===== config.mk =====
export PLATFORM = sky130hd
export DESIGN_NAME = mac_tx_ctrl
export DESIGN_NICKNAME = d
export VERILOG_FILES = /design/src/common/mac_tx_reg_pkg.sv /design/src/common/mac_tx_bus_pkg.sv /design/src/regs/mac_tx_regs.sv /design/src/mac_cmd_decoder.sv /design/src/mac_event_collector.sv /design/src/mac_resp_arbiter.sv /design/src/mac_tx_ctrl.sv
export SDC_FILE = /design/constraint.sdc
export NUM_CORES = 1
export LEC_CHECK = 0
export ABC_CLOCK_PERIOD_IN_PS = 5400
export BUFFER_PORTS_ARGS = -buffer_cell sky130_fd_sc_hd__buf_2
export CAP_MARGIN = 30
export CORE_AREA = 8 8 170 172
export DETAILED_ROUTE_END_ITERATION = 8
export DIE_AREA = 0 0 178 180
export GPL_ROUTABILITY_DRIVEN = 1
export PLACE_DENSITY = 0.49
export SLEW_MARGIN = 25
export SYNTH_ARGS = -nofsm -noshare
export SYNTH_HDL_FRONTEND = slang
export SYNTH_SLANG_ARGS = --single-unit

===== constraint.sdc =====
create_clock -name tx_clk -period 5.4 [get_ports tx_clk]
set_input_delay 0.27 -clock tx_clk [delete_from_list [all_inputs] [get_ports tx_clk]]
set_output_delay 0.27 -clock tx_clk [all_outputs]
set_load 0.02 [all_outputs]

===== src/common/mac_tx_reg_pkg.sv =====
`default_nettype none

package mac_tx_reg_pkg;

    localparam int REG_ADDR_W = 12;
    localparam int REG_DATA_W = 32;

    // transmit side of the ENET register map
    typedef enum logic [REG_ADDR_W-1:0] {
        EIR  = 12'h004,
        TDAR = 12'h014,
        ECR  = 12'h024,
        TCR  = 12'h0C4,
        PALR = 12'h0E4,
        PAUR = 12'h0E8,
        OPD  = 12'h0EC,
        TFWR = 12'h144,
        TDSR = 12'h184,
        TSEM = 12'h1A0,
        TAEM = 12'h1A4,
        TAFL = 12'h1A8,
        TIPG = 12'h1AC
    } reg_addr_e;

    // interrupt cause positions in EIR
    localparam int EIR_BABT_BIT  = 29;
    localparam int EIR_GRA_BIT   = 28;
    localparam int EIR_TXF_BIT   = 27;
    localparam int EIR_EBERR_BIT = 22;
    localparam int EIR_LC_BIT    = 21;
    localparam int EIR_RL_BIT    = 20;
    localparam int EIR_UN_BIT    = 19;

    localparam int TCR_GTS_BIT       = 0;
    localparam int TCR_FDEN_BIT      = 2;
    localparam int TCR_TFC_PAUSE_BIT = 3;
    localparam int TCR_ADDINS_BIT    = 8;
    localparam int TCR_CRCFWD_BIT    = 9;

    localparam int ECR_ETHER_EN_BIT = 1;
    localparam int TDAR_BIT         = 24;
    localparam int TFWR_STRFWD_BIT  = 8;

    // everything the transmit path needs from the register file
    typedef struct packed {
        logic        ether_en;
        logic        gts;
        logic        fden;
        logic        tfc_pause;
        logic        addins;
        logic        crcfwd;
        logic [31:0] palr;
        logic [31:0] paur;
        logic [31:0] opd;
        logic [31:0] tdsr;
        logic        strfwd;
        logic [7:0]  tfwr;
        logic [7:0]  tsem;
        logic [7:0]  tafl;
        logic [7:0]  taem;
        logic [15:0] tipg;
    } tx_config_t;

endpackage

`default_nettype wire


===== src/common/mac_tx_bus_pkg.sv =====
`default_nettype none

package mac_tx_bus_pkg;

    typedef enum logic {
        CMD_WRITE = 1'b0,
        CMD_READ  = 1'b1
    } cmd_kind_e;

    // one entry of the command queue, kind sits in bit 0
    typedef struct packed {
        logic [mac_tx_reg_pkg::REG_DATA_W-1:0] wdata;
        logic [mac_tx_reg_pkg::REG_ADDR_W-1:0] addr;
        cmd_kind_e                              kind;
    } reg_cmd_t;

    typedef struct packed {
        logic [mac_tx_reg_pkg::REG_DATA_W-1:0] data;
        logic [mac_tx_reg_pkg::REG_ADDR_W-1:0] addr;
    } reg_resp_t;

    // single cycle pulses from the transmit path
    typedef struct packed {
        logic babt;
        logic gra;
        logic txf;
        logic eberr;
        logic lc;
        logic rl;
        logic un;
    } tx_event_t;

    typedef struct packed {
        logic                                   en;
        logic [mac_tx_reg_pkg::REG_ADDR_W-1:0] addr;
        logic [mac_tx_reg_pkg::REG_DATA_W-1:0] data;
    } reg_write_t;

endpackage

`default_nettype wire


===== src/regs/mac_tx_regs.sv =====
`timescale 1ns/1ps
`default_nettype none

module mac_tx_regs (
    input  wire logic                                  tx_clk,
    input  wire logic                                  rst_n,
    input  wire mac_tx_bus_pkg::reg_write_t            reg_write,
    input  wire logic [mac_tx_reg_pkg::REG_ADDR_W-1:0] rd_addr,
    output logic [mac_tx_reg_pkg::REG_DATA_W-1:0]      rd_data,
    input  wire logic                                  txf_done,
    output mac_tx_reg_pkg::tx_config_t                 tx_cfg
);

    mac_tx_reg_pkg::tx_config_t cfg_q;
    logic                       tdar;
    logic                       tdar_set;

    assign tdar_set = reg_write.en && (reg_write.addr == mac_tx_reg_pkg::TDAR);

    always_ff @(posedge tx_clk or negedge rst_n) begin
        if (!rst_n) begin
            cfg_q <= '0;
        end else if (reg_write.en) begin
            case (reg_write.addr)
                mac_tx_reg_pkg::ECR: begin
                    cfg_q.ether_en <= reg_write.data[mac_tx_reg_pkg::ECR_ETHER_EN_BIT];
                end
                mac_tx_reg_pkg::TCR: begin
                    cfg_q.gts       <= reg_write.data[mac_tx_reg_pkg::TCR_GTS_BIT];
                    cfg_q.fden      <= reg_write.data[mac_tx_reg_pkg::TCR_FDEN_BIT];
                    cfg_q.tfc_pause <= reg_write.data[mac_tx_reg_pkg::TCR_TFC_PAUSE_BIT];
                    cfg_q.addins    <= reg_write.data[mac_tx_reg_pkg::TCR_ADDINS_BIT];
                    cfg_q.crcfwd    <= reg_write.data[mac_tx_reg_pkg::TCR_CRCFWD_BIT];
                end
                mac_tx_reg_pkg::PALR: cfg_q.palr <= reg_write.data;
                mac_tx_reg_pkg::PAUR: cfg_q.paur <= reg_write.data;
                mac_tx_reg_pkg::OPD:  cfg_q.opd  <= reg_write.data;
                mac_tx_reg_pkg::TDSR: cfg_q.tdsr <= reg_write.data;
                mac_tx_reg_pkg::TFWR: begin
                    cfg_q.strfwd <= reg_write.data[mac_tx_reg_pkg::TFWR_STRFWD_BIT];
                    cfg_q.tfwr   <= reg_write.data[7:0];
                end
                mac_tx_reg_pkg::TSEM: cfg_q.tsem <= reg_write.data[7:0];
                mac_tx_reg_pkg::TAEM: cfg_q.taem <= reg_write.data[7:0];
                mac_tx_reg_pkg::TAFL: cfg_q.tafl <= reg_write.data[7:0];
                mac_tx_reg_pkg::TIPG: cfg_q.tipg <= reg_write.data[15:0];
                default: begin
                end
            endcase
        end
    end

    // descriptor active flag, dropped when the MAC is disabled
    // a new TDAR write wins over a frame completing in the same cycle
    always_ff @(posedge tx_clk or negedge rst_n) begin
        if (!rst_n) begin
            tdar <= 1'b0;
        end else if (!cfg_q.ether_en) begin
            tdar <= 1'b0;
        end else if (tdar_set) begin
            tdar <= 1'b1;
        end else if (txf_done) begin
            tdar <= 1'b0;
        end
    end

    always_comb begin
        rd_data = '0;
        case (rd_addr)
            mac_tx_reg_pkg::TDAR: begin
                rd_data[mac_tx_reg_pkg::TDAR_BIT] = tdar;
            end
            mac_tx_reg_pkg::TCR: begin
                rd_data[mac_tx_reg_pkg::TCR_GTS_BIT]       = cfg_q.gts;
                rd_data[mac_tx_reg_pkg::TCR_FDEN_BIT]      = cfg_q.fden;
                rd_data[mac_tx_reg_pkg::TCR_TFC_PAUSE_BIT] = cfg_q.tfc_pause;
                rd_data[mac_tx_reg_pkg::TCR_ADDINS_BIT]    = cfg_q.addins;
                rd_data[mac_tx_reg_pkg::TCR_CRCFWD_BIT]    = cfg_q.crcfwd;
            end
            default: begin
            end
        endcase
    end

    assign tx_cfg = cfg_q;

endmodule

`default_nettype wire


===== src/mac_cmd_decoder.sv =====
`timescale 1ns/1ps
`default_nettype none

module mac_cmd_decoder (
    input  wire logic                                  tx_clk,
    input  wire logic                                  rst_n,
    input  wire logic                                  cmd_empty,
    input  wire mac_tx_bus_pkg::reg_cmd_t              cmd_data,
    output logic                                       cmd_ren,
    output mac_tx_bus_pkg::reg_write_t                 reg_write,
    input  wire logic [mac_tx_reg_pkg::REG_DATA_W-1:0] reg_rdata,
    output logic                                       read_req,
    output mac_tx_bus_pkg::reg_resp_t                  read_resp,
    input  wire logic                                  read_grant
);

    typedef enum logic [1:0] {
        IDLE  = 2'd0,
        WRITE = 2'd1,
        READ  = 2'd2
    } dec_state_e;

    dec_state_e state;
    dec_state_e state_nxt;
    logic       readable;
    logic       read_done;

    // only TDAR and TCR answer a read, the rest are write only
    assign readable = (cmd_data.addr == mac_tx_reg_pkg::TDAR) ||
                      (cmd_data.addr == mac_tx_reg_pkg::TCR);

    assign read_done = readable ? read_grant : 1'b1;

    always_comb begin
        state_nxt = state;
        case (state)
            IDLE: begin
                if (!cmd_empty) begin
                    if (cmd_data.kind == mac_tx_bus_pkg::CMD_READ) begin
                        state_nxt = READ;
                    end else begin
                        state_nxt = WRITE;
                    end
                end
            end
            WRITE: begin
                state_nxt = IDLE;
            end
            READ: begin
                if (read_done) begin
                    state_nxt = IDLE;
                end
            end
            default: begin
                state_nxt = IDLE;
            end
        endcase
    end

    always_ff @(posedge tx_clk or negedge rst_n) begin
        if (!rst_n) begin
            state <= IDLE;
        end else begin
            state <= state_nxt;
        end
    end

    // head stays in the queue until it is popped, so it feeds the write directly
    assign reg_write.en   = (state == WRITE);
    assign reg_write.addr = cmd_data.addr;
    assign reg_write.data = cmd_data.wdata;

    assign read_req       = (state == READ) && readable;
    assign read_resp.data = reg_rdata;
    assign read_resp.addr = cmd_data.addr;

    assign cmd_ren = (state == WRITE) || ((state == READ) && read_done);

    a_state_legal: assert property (
        @(posedge tx_clk) disable iff (!rst_n)
        state inside {IDLE, WRITE, READ}
    );

endmodule

`default_nettype wire


===== src/mac_event_collector.sv =====
`timescale 1ns/1ps
`default_nettype none

module mac_event_collector (
    input  wire logic                                  tx_clk,
    input  wire logic                                  rst_n,
    input  wire mac_tx_bus_pkg::tx_event_t             tx_events,
    output logic                                       event_req,
    output logic [mac_tx_reg_pkg::REG_DATA_W-1:0]      event_word,
    input  wire logic                                  event_grant
);

    mac_tx_bus_pkg::tx_event_t pending;

    // pulses arriving in the grant cycle stay pending for the next report
    always_ff @(posedge tx_clk or negedge rst_n) begin
        if (!rst_n) begin
            pending <= '0;
        end else if (event_grant) begin
            pending <= tx_events;
        end else begin
            pending <= mac_tx_bus_pkg::tx_event_t'(pending | tx_events);
        end
    end

    assign event_req = |pending;

    always_comb begin
        event_word = '0;
        event_word[mac_tx_reg_pkg::EIR_BABT_BIT]  = pending.babt;
        event_word[mac_tx_reg_pkg::EIR_GRA_BIT]   = pending.gra;
        event_word[mac_tx_reg_pkg::EIR_TXF_BIT]   = pending.txf;
        event_word[mac_tx_reg_pkg::EIR_EBERR_BIT] = pending.eberr;
        event_word[mac_tx_reg_pkg::EIR_LC_BIT]    = pending.lc;
        event_word[mac_tx_reg_pkg::EIR_RL_BIT]    = pending.rl;
        event_word[mac_tx_reg_pkg::EIR_UN_BIT]    = pending.un;
    end

endmodule

`default_nettype wire


===== src/mac_resp_arbiter.sv =====
`timescale 1ns/1ps
`default_nettype none

module mac_resp_arbiter (
    input  wire logic                                  tx_clk,
    input  wire logic                                  rst_n,
    input  wire logic                                  event_req,
    input  wire logic [mac_tx_reg_pkg::REG_DATA_W-1:0] event_word,
    input  wire logic                                  read_req,
    input  wire mac_tx_bus_pkg::reg_resp_t             read_resp,
    input  wire logic                                  resp_full,
    output logic                                       event_grant,
    output logic                                       read_grant,
    output logic                                       resp_wen,
    output mac_tx_bus_pkg::reg_resp_t                  resp_data
);

    // fixed priority, event reports first
    assign event_grant = event_req && !resp_full;
    assign read_grant  = read_req && !event_req && !resp_full;
    assign resp_wen    = event_grant || read_grant;

    always_comb begin
        if (event_grant) begin
            resp_data.data = event_word;
            resp_data.addr = mac_tx_reg_pkg::EIR;
        end else begin
            resp_data = read_resp;
        end
    end

    a_no_write_when_full: assert property (
        @(posedge tx_clk) disable iff (!rst_n)
        resp_wen |-> !resp_full
    );

    a_one_grant: assert property (
        @(posedge tx_clk) disable iff (!rst_n)
        !(event_grant && read_grant)
    );

endmodule

`default_nettype wire


===== src/mac_tx_ctrl.sv =====
`timescale 1ns/1ps
`default_nettype none

module mac_tx_ctrl (
    input  wire logic                          tx_clk,
    input  wire logic                          rst_n,
    input  wire logic                          cmd_empty,
    output logic                               cmd_ren,
    input  wire mac_tx_bus_pkg::reg_cmd_t      cmd_data,
    input  wire logic                          resp_full,
    output logic                               resp_wen,
    output mac_tx_bus_pkg::reg_resp_t          resp_data,
    input  wire mac_tx_bus_pkg::tx_event_t     tx_events,
    output mac_tx_reg_pkg::tx_config_t         tx_cfg
);

    mac_tx_bus_pkg::reg_write_t             reg_write;
    logic [mac_tx_reg_pkg::REG_DATA_W-1:0]  reg_rdata;
    logic                                   read_req;
    mac_tx_bus_pkg::reg_resp_t              read_resp;
    logic                                   read_grant;
    logic                                   event_req;
    logic [mac_tx_reg_pkg::REG_DATA_W-1:0]  event_word;
    logic                                   event_grant;

    mac_cmd_decoder u_cmd_decoder (
        .tx_clk     (tx_clk),
        .rst_n      (rst_n),
        .cmd_empty  (cmd_empty),
        .cmd_data   (cmd_data),
        .cmd_ren    (cmd_ren),
        .reg_write  (reg_write),
        .reg_rdata  (reg_rdata),
        .read_req   (read_req),
        .read_resp  (read_resp),
        .read_grant (read_grant)
    );

    // read data follows the address at the head of the command queue
    mac_tx_regs u_regs (
        .tx_clk    (tx_clk),
        .rst_n     (rst_n),
        .reg_write (reg_write),
        .rd_addr   (cmd_data.addr),
        .rd_data   (reg_rdata),
        .txf_done  (tx_events.txf),
        .tx_cfg    (tx_cfg)
    );

    mac_event_collector u_event_collector (
        .tx_clk      (tx_clk),
        .rst_n       (rst_n),
        .tx_events   (tx_events),
        .event_req   (event_req),
        .event_word  (event_word),
        .event_grant (event_grant)
    );

    mac_resp_arbiter u_resp_arbiter (
        .tx_clk      (tx_clk),
        .rst_n       (rst_n),
        .event_req   (event_req),
        .event_word  (event_word),
        .read_req    (read_req),
        .read_resp   (read_resp),
        .resp_full   (resp_full),
        .event_grant (event_grant),
        .read_grant  (read_grant),
        .resp_wen    (resp_wen),
        .resp_data   (resp_data)
    );

endmodule

`default_nettype wire


# Word level (Yosys, flattened, before mapping)
# Cells that the tools add are included.
# classes
eq_ne,17
muxes,14
bitwise_logic,1
n_reduce_logical,25
# ops
cell,n
"equality test 12 x 9 -> 1 bit, second input constant",6
"equality test 12 x 8 -> 1 bit, second input constant",4
2-to-1 mux 42 bit,1
AND reduction 2 bit,12
"equality test 12 x 5 -> 1 bit, second input constant",1
"equality test 12 x 6 -> 1 bit, second input constant",1
2-to-1 mux 2 bit,5
2-to-1 mux 7 bit,1
OR 7 bit,1
OR reduction 7 bit,1
logical AND 1 bit,6
2-to-1 mux 1 bit,6
case mux 2 bit (2 select lines),1
logical OR 1 bit,3
"inequality test 3 bit, second input constant",1
"equality test 2 x 1 -> 1 bit, second input constant",1
"equality test 2 bit, second input constant",1
logical NOT 1 bit,2
logical NOT 2 bit,1
"inequality test 2 x 1 -> 1 bit, second input constant",1
"inequality test 2 bit, second input constant",1
# word_totals
regBits,193
input_bits,56
wordCells,82

# Depth between registers and ports, before layout
# logic_depth
ltp_word,8
depth_mapped,6
depth_no_buf,4

# Modules after synthesis
# From an unflattened synthesis, not the netlist that was laid out.
# unflattened
hier_cells,660
area_unflattened_um2,9296.4
# modules_own_cells
module,n_inst,cells_each,area_per_inst_um2,seq_area_each_um2
mac_tx_regs,1,456,7399.6,4604.4
mac_cmd_decoder,1,106,829.5,50.0
mac_resp_arbiter,1,54,628.1,0.0
mac_event_collector,1,44,439.2,175.2

# Worst setup path before layout
# No wires, ideal clock.
# synth_path
kind,register to output
startpoint,"register u_event_collector.pending, in the netlist u_event_collector.event_word[20]"
endpoint,output port resp_data[36] (netlist name)
t_arrival_ns,1.795
path_slack_ns,3.335
stages_incl_launch_ff,5
cell_sequence,dfrtp_1 > nor4_1 > a21oi_1 > clkbuf_1 > nor4_1
# synth_lines
element,line_no,source
start: declaration,mac_event_collector.sv:13,mac_tx_bus_pkg::tx_event_t pending;
start signal: assignment,mac_event_collector.sv:20,pending <= tx_events;
start signal: assignment,mac_event_collector.sv:22,pending <= mac_tx_bus_pkg::tx_event_t'(pending | tx_events);
end: declaration,mac_tx_ctrl.sv:12,"output mac_tx_bus_pkg::reg_resp_t resp_data,"

==> implementation parameters <==
Parameter                              Value

Placed design
  PortBufs    approximately 270
  Cells after DPL    roughly 1100
  Post-place instance area    9340 sq um
  Final RePlAce weighted congestion    between 0.7 and 0.8
  Detail Placement HPWL    ~16 mm

CTS
  TritonCTS sink count    ~190
  Insertion delay to the later sink of the worst-skew pair    about 0.42 ns
  Maximum clock path buffer count    2
  CTS Root Buffer Type    sky130_fd_sc_hd__clkbuf_16
  Depth of the CTS H-tree    4
  Clock tree from TritonCTS    built
  Number of CTS-inserted buffers    17
  Clock-pin transition on the worst setup and hold timing paths    about 0.080 ns
  Post-cts resize count    0

Cells and area
  Commonest non-fill, non-tap cell in the layout    sky130_fd_sc_hd__buf_2
  Commonest non-fill, non-tap cells in the layout    264 x sky130_fd_sc_hd__buf_2, 193 x sky130_fd_sc_hd__dfrtp_1, 178 x sky130_fd_sc_hd__mux2_2
  Fraction of final layout cells with drive strength greater than 1    0.623
  Antenna fix cells    0
  Area growth, synth to finish    29.5%
  Fillers    between 2000 and 3000
  Layout Cell Area excl Fill    approximately 10000 sq um
  Final cell utilization of the core    0.378
  Count of placed standard cells in the final layout, fillers left out    around 1100
  Final Net Count    between 800 and 900

Critical path
  Highest net fanout along the worst path    5
  Worst Path Arrival    around 2.4 ns
  Register-to-register path setup slack    about 3.1 ns
  Required time at the worst-slack endpoint    between 5 and 6 ns
  Startpoint-to-endpoint class of the critical path    reg -> out
  CP Capture Type    output pin
  Startpoint of the lowest-slack register-to-register path    u_cmd_decoder.state[0]
  Nature of the critical path startpoint    register
  Capturing point of the worst reg2reg path    u_regs.tx_cfg[8]
  R2r worst-path depth    4

Power
  Worst VDD drop    between 150 and 200 uV
  Pleak    roughly 5.8 nW
  Power density normalized to cell area    289 nW/um^2
  Total Power    slightly below 3 mW

STA
  Relative slew slack    0.422
  Transition time at the pin with the least slew margin    approximately 0.86 ns
  Setup repair after global routing missed its margin    false
  Tcrit/Tclk final    0.492
  Count of final max-slew check failures    0
  Final hold violations    0
  Setup total negative slack    0 ns
  Max Freq    376 MHz
  Post-layout min period    roughly 2.7 ns
  Setup violators final    0
  Setup clock skew after layout    0.0108 ns

Global routing
  Total overflow reported by the global router    0
  Maximum number of pins on one net before global-route repair    between 100 and 150
  Number of antenna violations at the first check in global routing    0
  Vias in the first global route    5441
  Total Routing Usage GR    0.141
  Global-route wire length before repair    roughly 35 mm

Synth
  Cells after synthesis    roughly 500
  Post-synth ARST share    1.00
  EDFF count, synth    0
  Mean instance size in the synthesized netlist    15.4 sq um
  Most area-hungry cell type in the Yosys netlist    sky130_fd_sc_hd__dfrtp_1
  Netlist area before placement    7690 sq um
  Synthesis warning total    0
  Most area-consuming cells after synthesis    sky130_fd_sc_hd__dfrtp_1 63%, sky130_fd_sc_hd__mux2_2 26%, sky130_fd_sc_hd__buf_4 1.9%, sky130_fd_sc_hd__nor2b_1 1.5%, sky130_fd_sc_hd__mux2_1 0.73%
  #FFs+latches synth    slightly below 200
  Prevailing post-synth register cell    sky130_fd_sc_hd__dfrtp_1
  Share of Yosys cell area claimed by the top area cell type    0.628
  Number of distinct standard cells referenced by the synthesized netlist    36
  Sequential area share after synthesis    0.628

Worst hold path
  Worst min-delay path category    in -> reg
  Worst hold path endpoint    u_event_collector.event_word[19]
  Beginning of the worst hold path    tx_events[0]
  Hold Crit Depth    2

Die
  Effective utilization at floorplan    0.292
  Number of I/O pins    ~290
  Vertical die dimension    180 um
  Die extent in x    178 um
  Number of placement rows    60
  Floorplan core area    about 26000 sq um
  Die outline area    approximately 32000 sq um

Drt
  First-pass iteration count of the detailed router    4
  Number of design rule violations left after detail routing    0
  Via density per instance    roughly 4.5
  Routed Wire Length    ~23 mm
  Detailed Route Iter0 Violations    just under 200
  Vias after detailed routing    about 5000
  Post-route ant nets    0
  Final routed wire length divided by cell count    roughly 20 um

Status
  Outcome    complete, no violations

Run
  Count of max-cap constraint violations    0
[synthesized netlist by cell type, types with 2 or more instances]
cell                         n
sky130_fd_sc_hd__a21o_1      7
sky130_fd_sc_hd__nand3_1     2
sky130_fd_sc_hd__nor4_1      5
sky130_fd_sc_hd__nand2b_1    2
sky130_fd_sc_hd__mux2_1      5
sky130_fd_sc_hd__buf_2       5
sky130_fd_sc_hd__inv_1       2
sky130_fd_sc_hd__and2_1      6
sky130_fd_sc_hd__nand2_1     6
sky130_fd_sc_hd__clkbuf_1    3
sky130_fd_sc_hd__or2_2       2
sky130_fd_sc_hd__o41ai_1     2
sky130_fd_sc_hd__nor2b_1    19
sky130_fd_sc_hd__and3_1      2
sky130_fd_sc_hd__nor4bb_1    2
sky130_fd_sc_hd__dfrtp_1   193
sky130_fd_sc_hd__buf_4      19
sky130_fd_sc_hd__nor2_1      7
sky130_fd_sc_hd__nand4_1     4
sky130_fd_sc_hd__buf_6       3
sky130_fd_sc_hd__nor4b_1     2
sky130_fd_sc_hd__buf_1      10
sky130_fd_sc_hd__mux2_2    178
[flip-flops by register name, summed over array words and instances (netlist names)]
| register | cells |
|---|---|
| u_event_collector.event_word | 7 |
| u_regs.tx_cfg | 183 |
| u_regs.tdar | 1 |
| u_cmd_decoder.state | 2 |
[per-layer routing]
layer  GRT usage  vias up  part of all wire
li1            -     2275                 -
met1       0.181     2586              0.43
met2       0.216      197              0.45
met3      0.0635       16              0.11
met4      0.0290        0            0.0087
met5           0        -                 0
[worst max-delay path: stages (launching register included)]
cell	delay [ns]
sky130_fd_sc_hd__dfrtp_1	0.39
sky130_fd_sc_hd__nor4_1	0.38
sky130_fd_sc_hd__a21oi_1	0.23
sky130_fd_sc_hd__nor2_1	0.56
sky130_fd_sc_hd__and2_1	0.23
sky130_fd_sc_hd__buf_2	0.17
[worst max-delay path by stage]
| stage | end | slack [ns] | cells after the start | startpoint |
|---|---|---|---|---|
| global placement | u_regs.tx_cfg[13] | 2.72 | 5 | cmd_data[10] |
| global route | resp_data[21] | 2.49 | 5 | u_event_collector.event_word[20] |
| CTS | resp_data[21] | 2.60 | 5 | u_event_collector.event_word[20] |
| detailed placement | u_regs.tx_cfg[12] | 2.71 | 5 | cmd_data[10] |
| finish | resp_data[21] | 2.74 | 5 | u_event_collector.event_word[20] |
| floorplan | resp_data[36] | 3.33 | 4 | u_event_collector.event_word[20] |
[final cells by class]
class	count	area, sq um	area share
sequential	193	4830	0.485
timing repair buffer	274	1430	0.143
multi-input combinational	282	2700	0.270
tap	341	427	0.0428
clock inverter	13	138	0.0138
inverter	2	7.51	0.000753
clock buffer	19	443	0.0444
[cell families (layout without fill, tap and decap cells)]
kind of cell,after synthesis,count (layout),share of synthesized area
and+or+nand+nor,67,67,0.0579
AOI/OAI and AO/OA,12,12,0.0114
other,1,19,0.000487
muxes,184,184,0.269
buffers and inverters,42,308,0.0335
DFF,193,193,0.628
[timing repair]
item | 4_1_cts | 5_1_grt
endpoints found under the hold margin | 93 | 1
hold buffers | 4 | 1
buffers inserted | 0 | 0
[metrics by stage]
stage | setup WS (ns) | hold slack [ns]
floorplan | 3.33 | -0.0256
global placement | 2.72 | 0.413
detailed placement | 2.71 | 0.413
CTS | 2.60 | 0.000950
global route | 2.49 | 0.00444
finish | 2.74 | 0.0226
[report_power, final]
group	switching (mW)	total, mW	internal, mW
combinational	0.104	0.146	0.0413
clock	0.615	1.28	0.670
sequential	0.00478	1.46	1.45
Power figures use the tool's default switching activity.
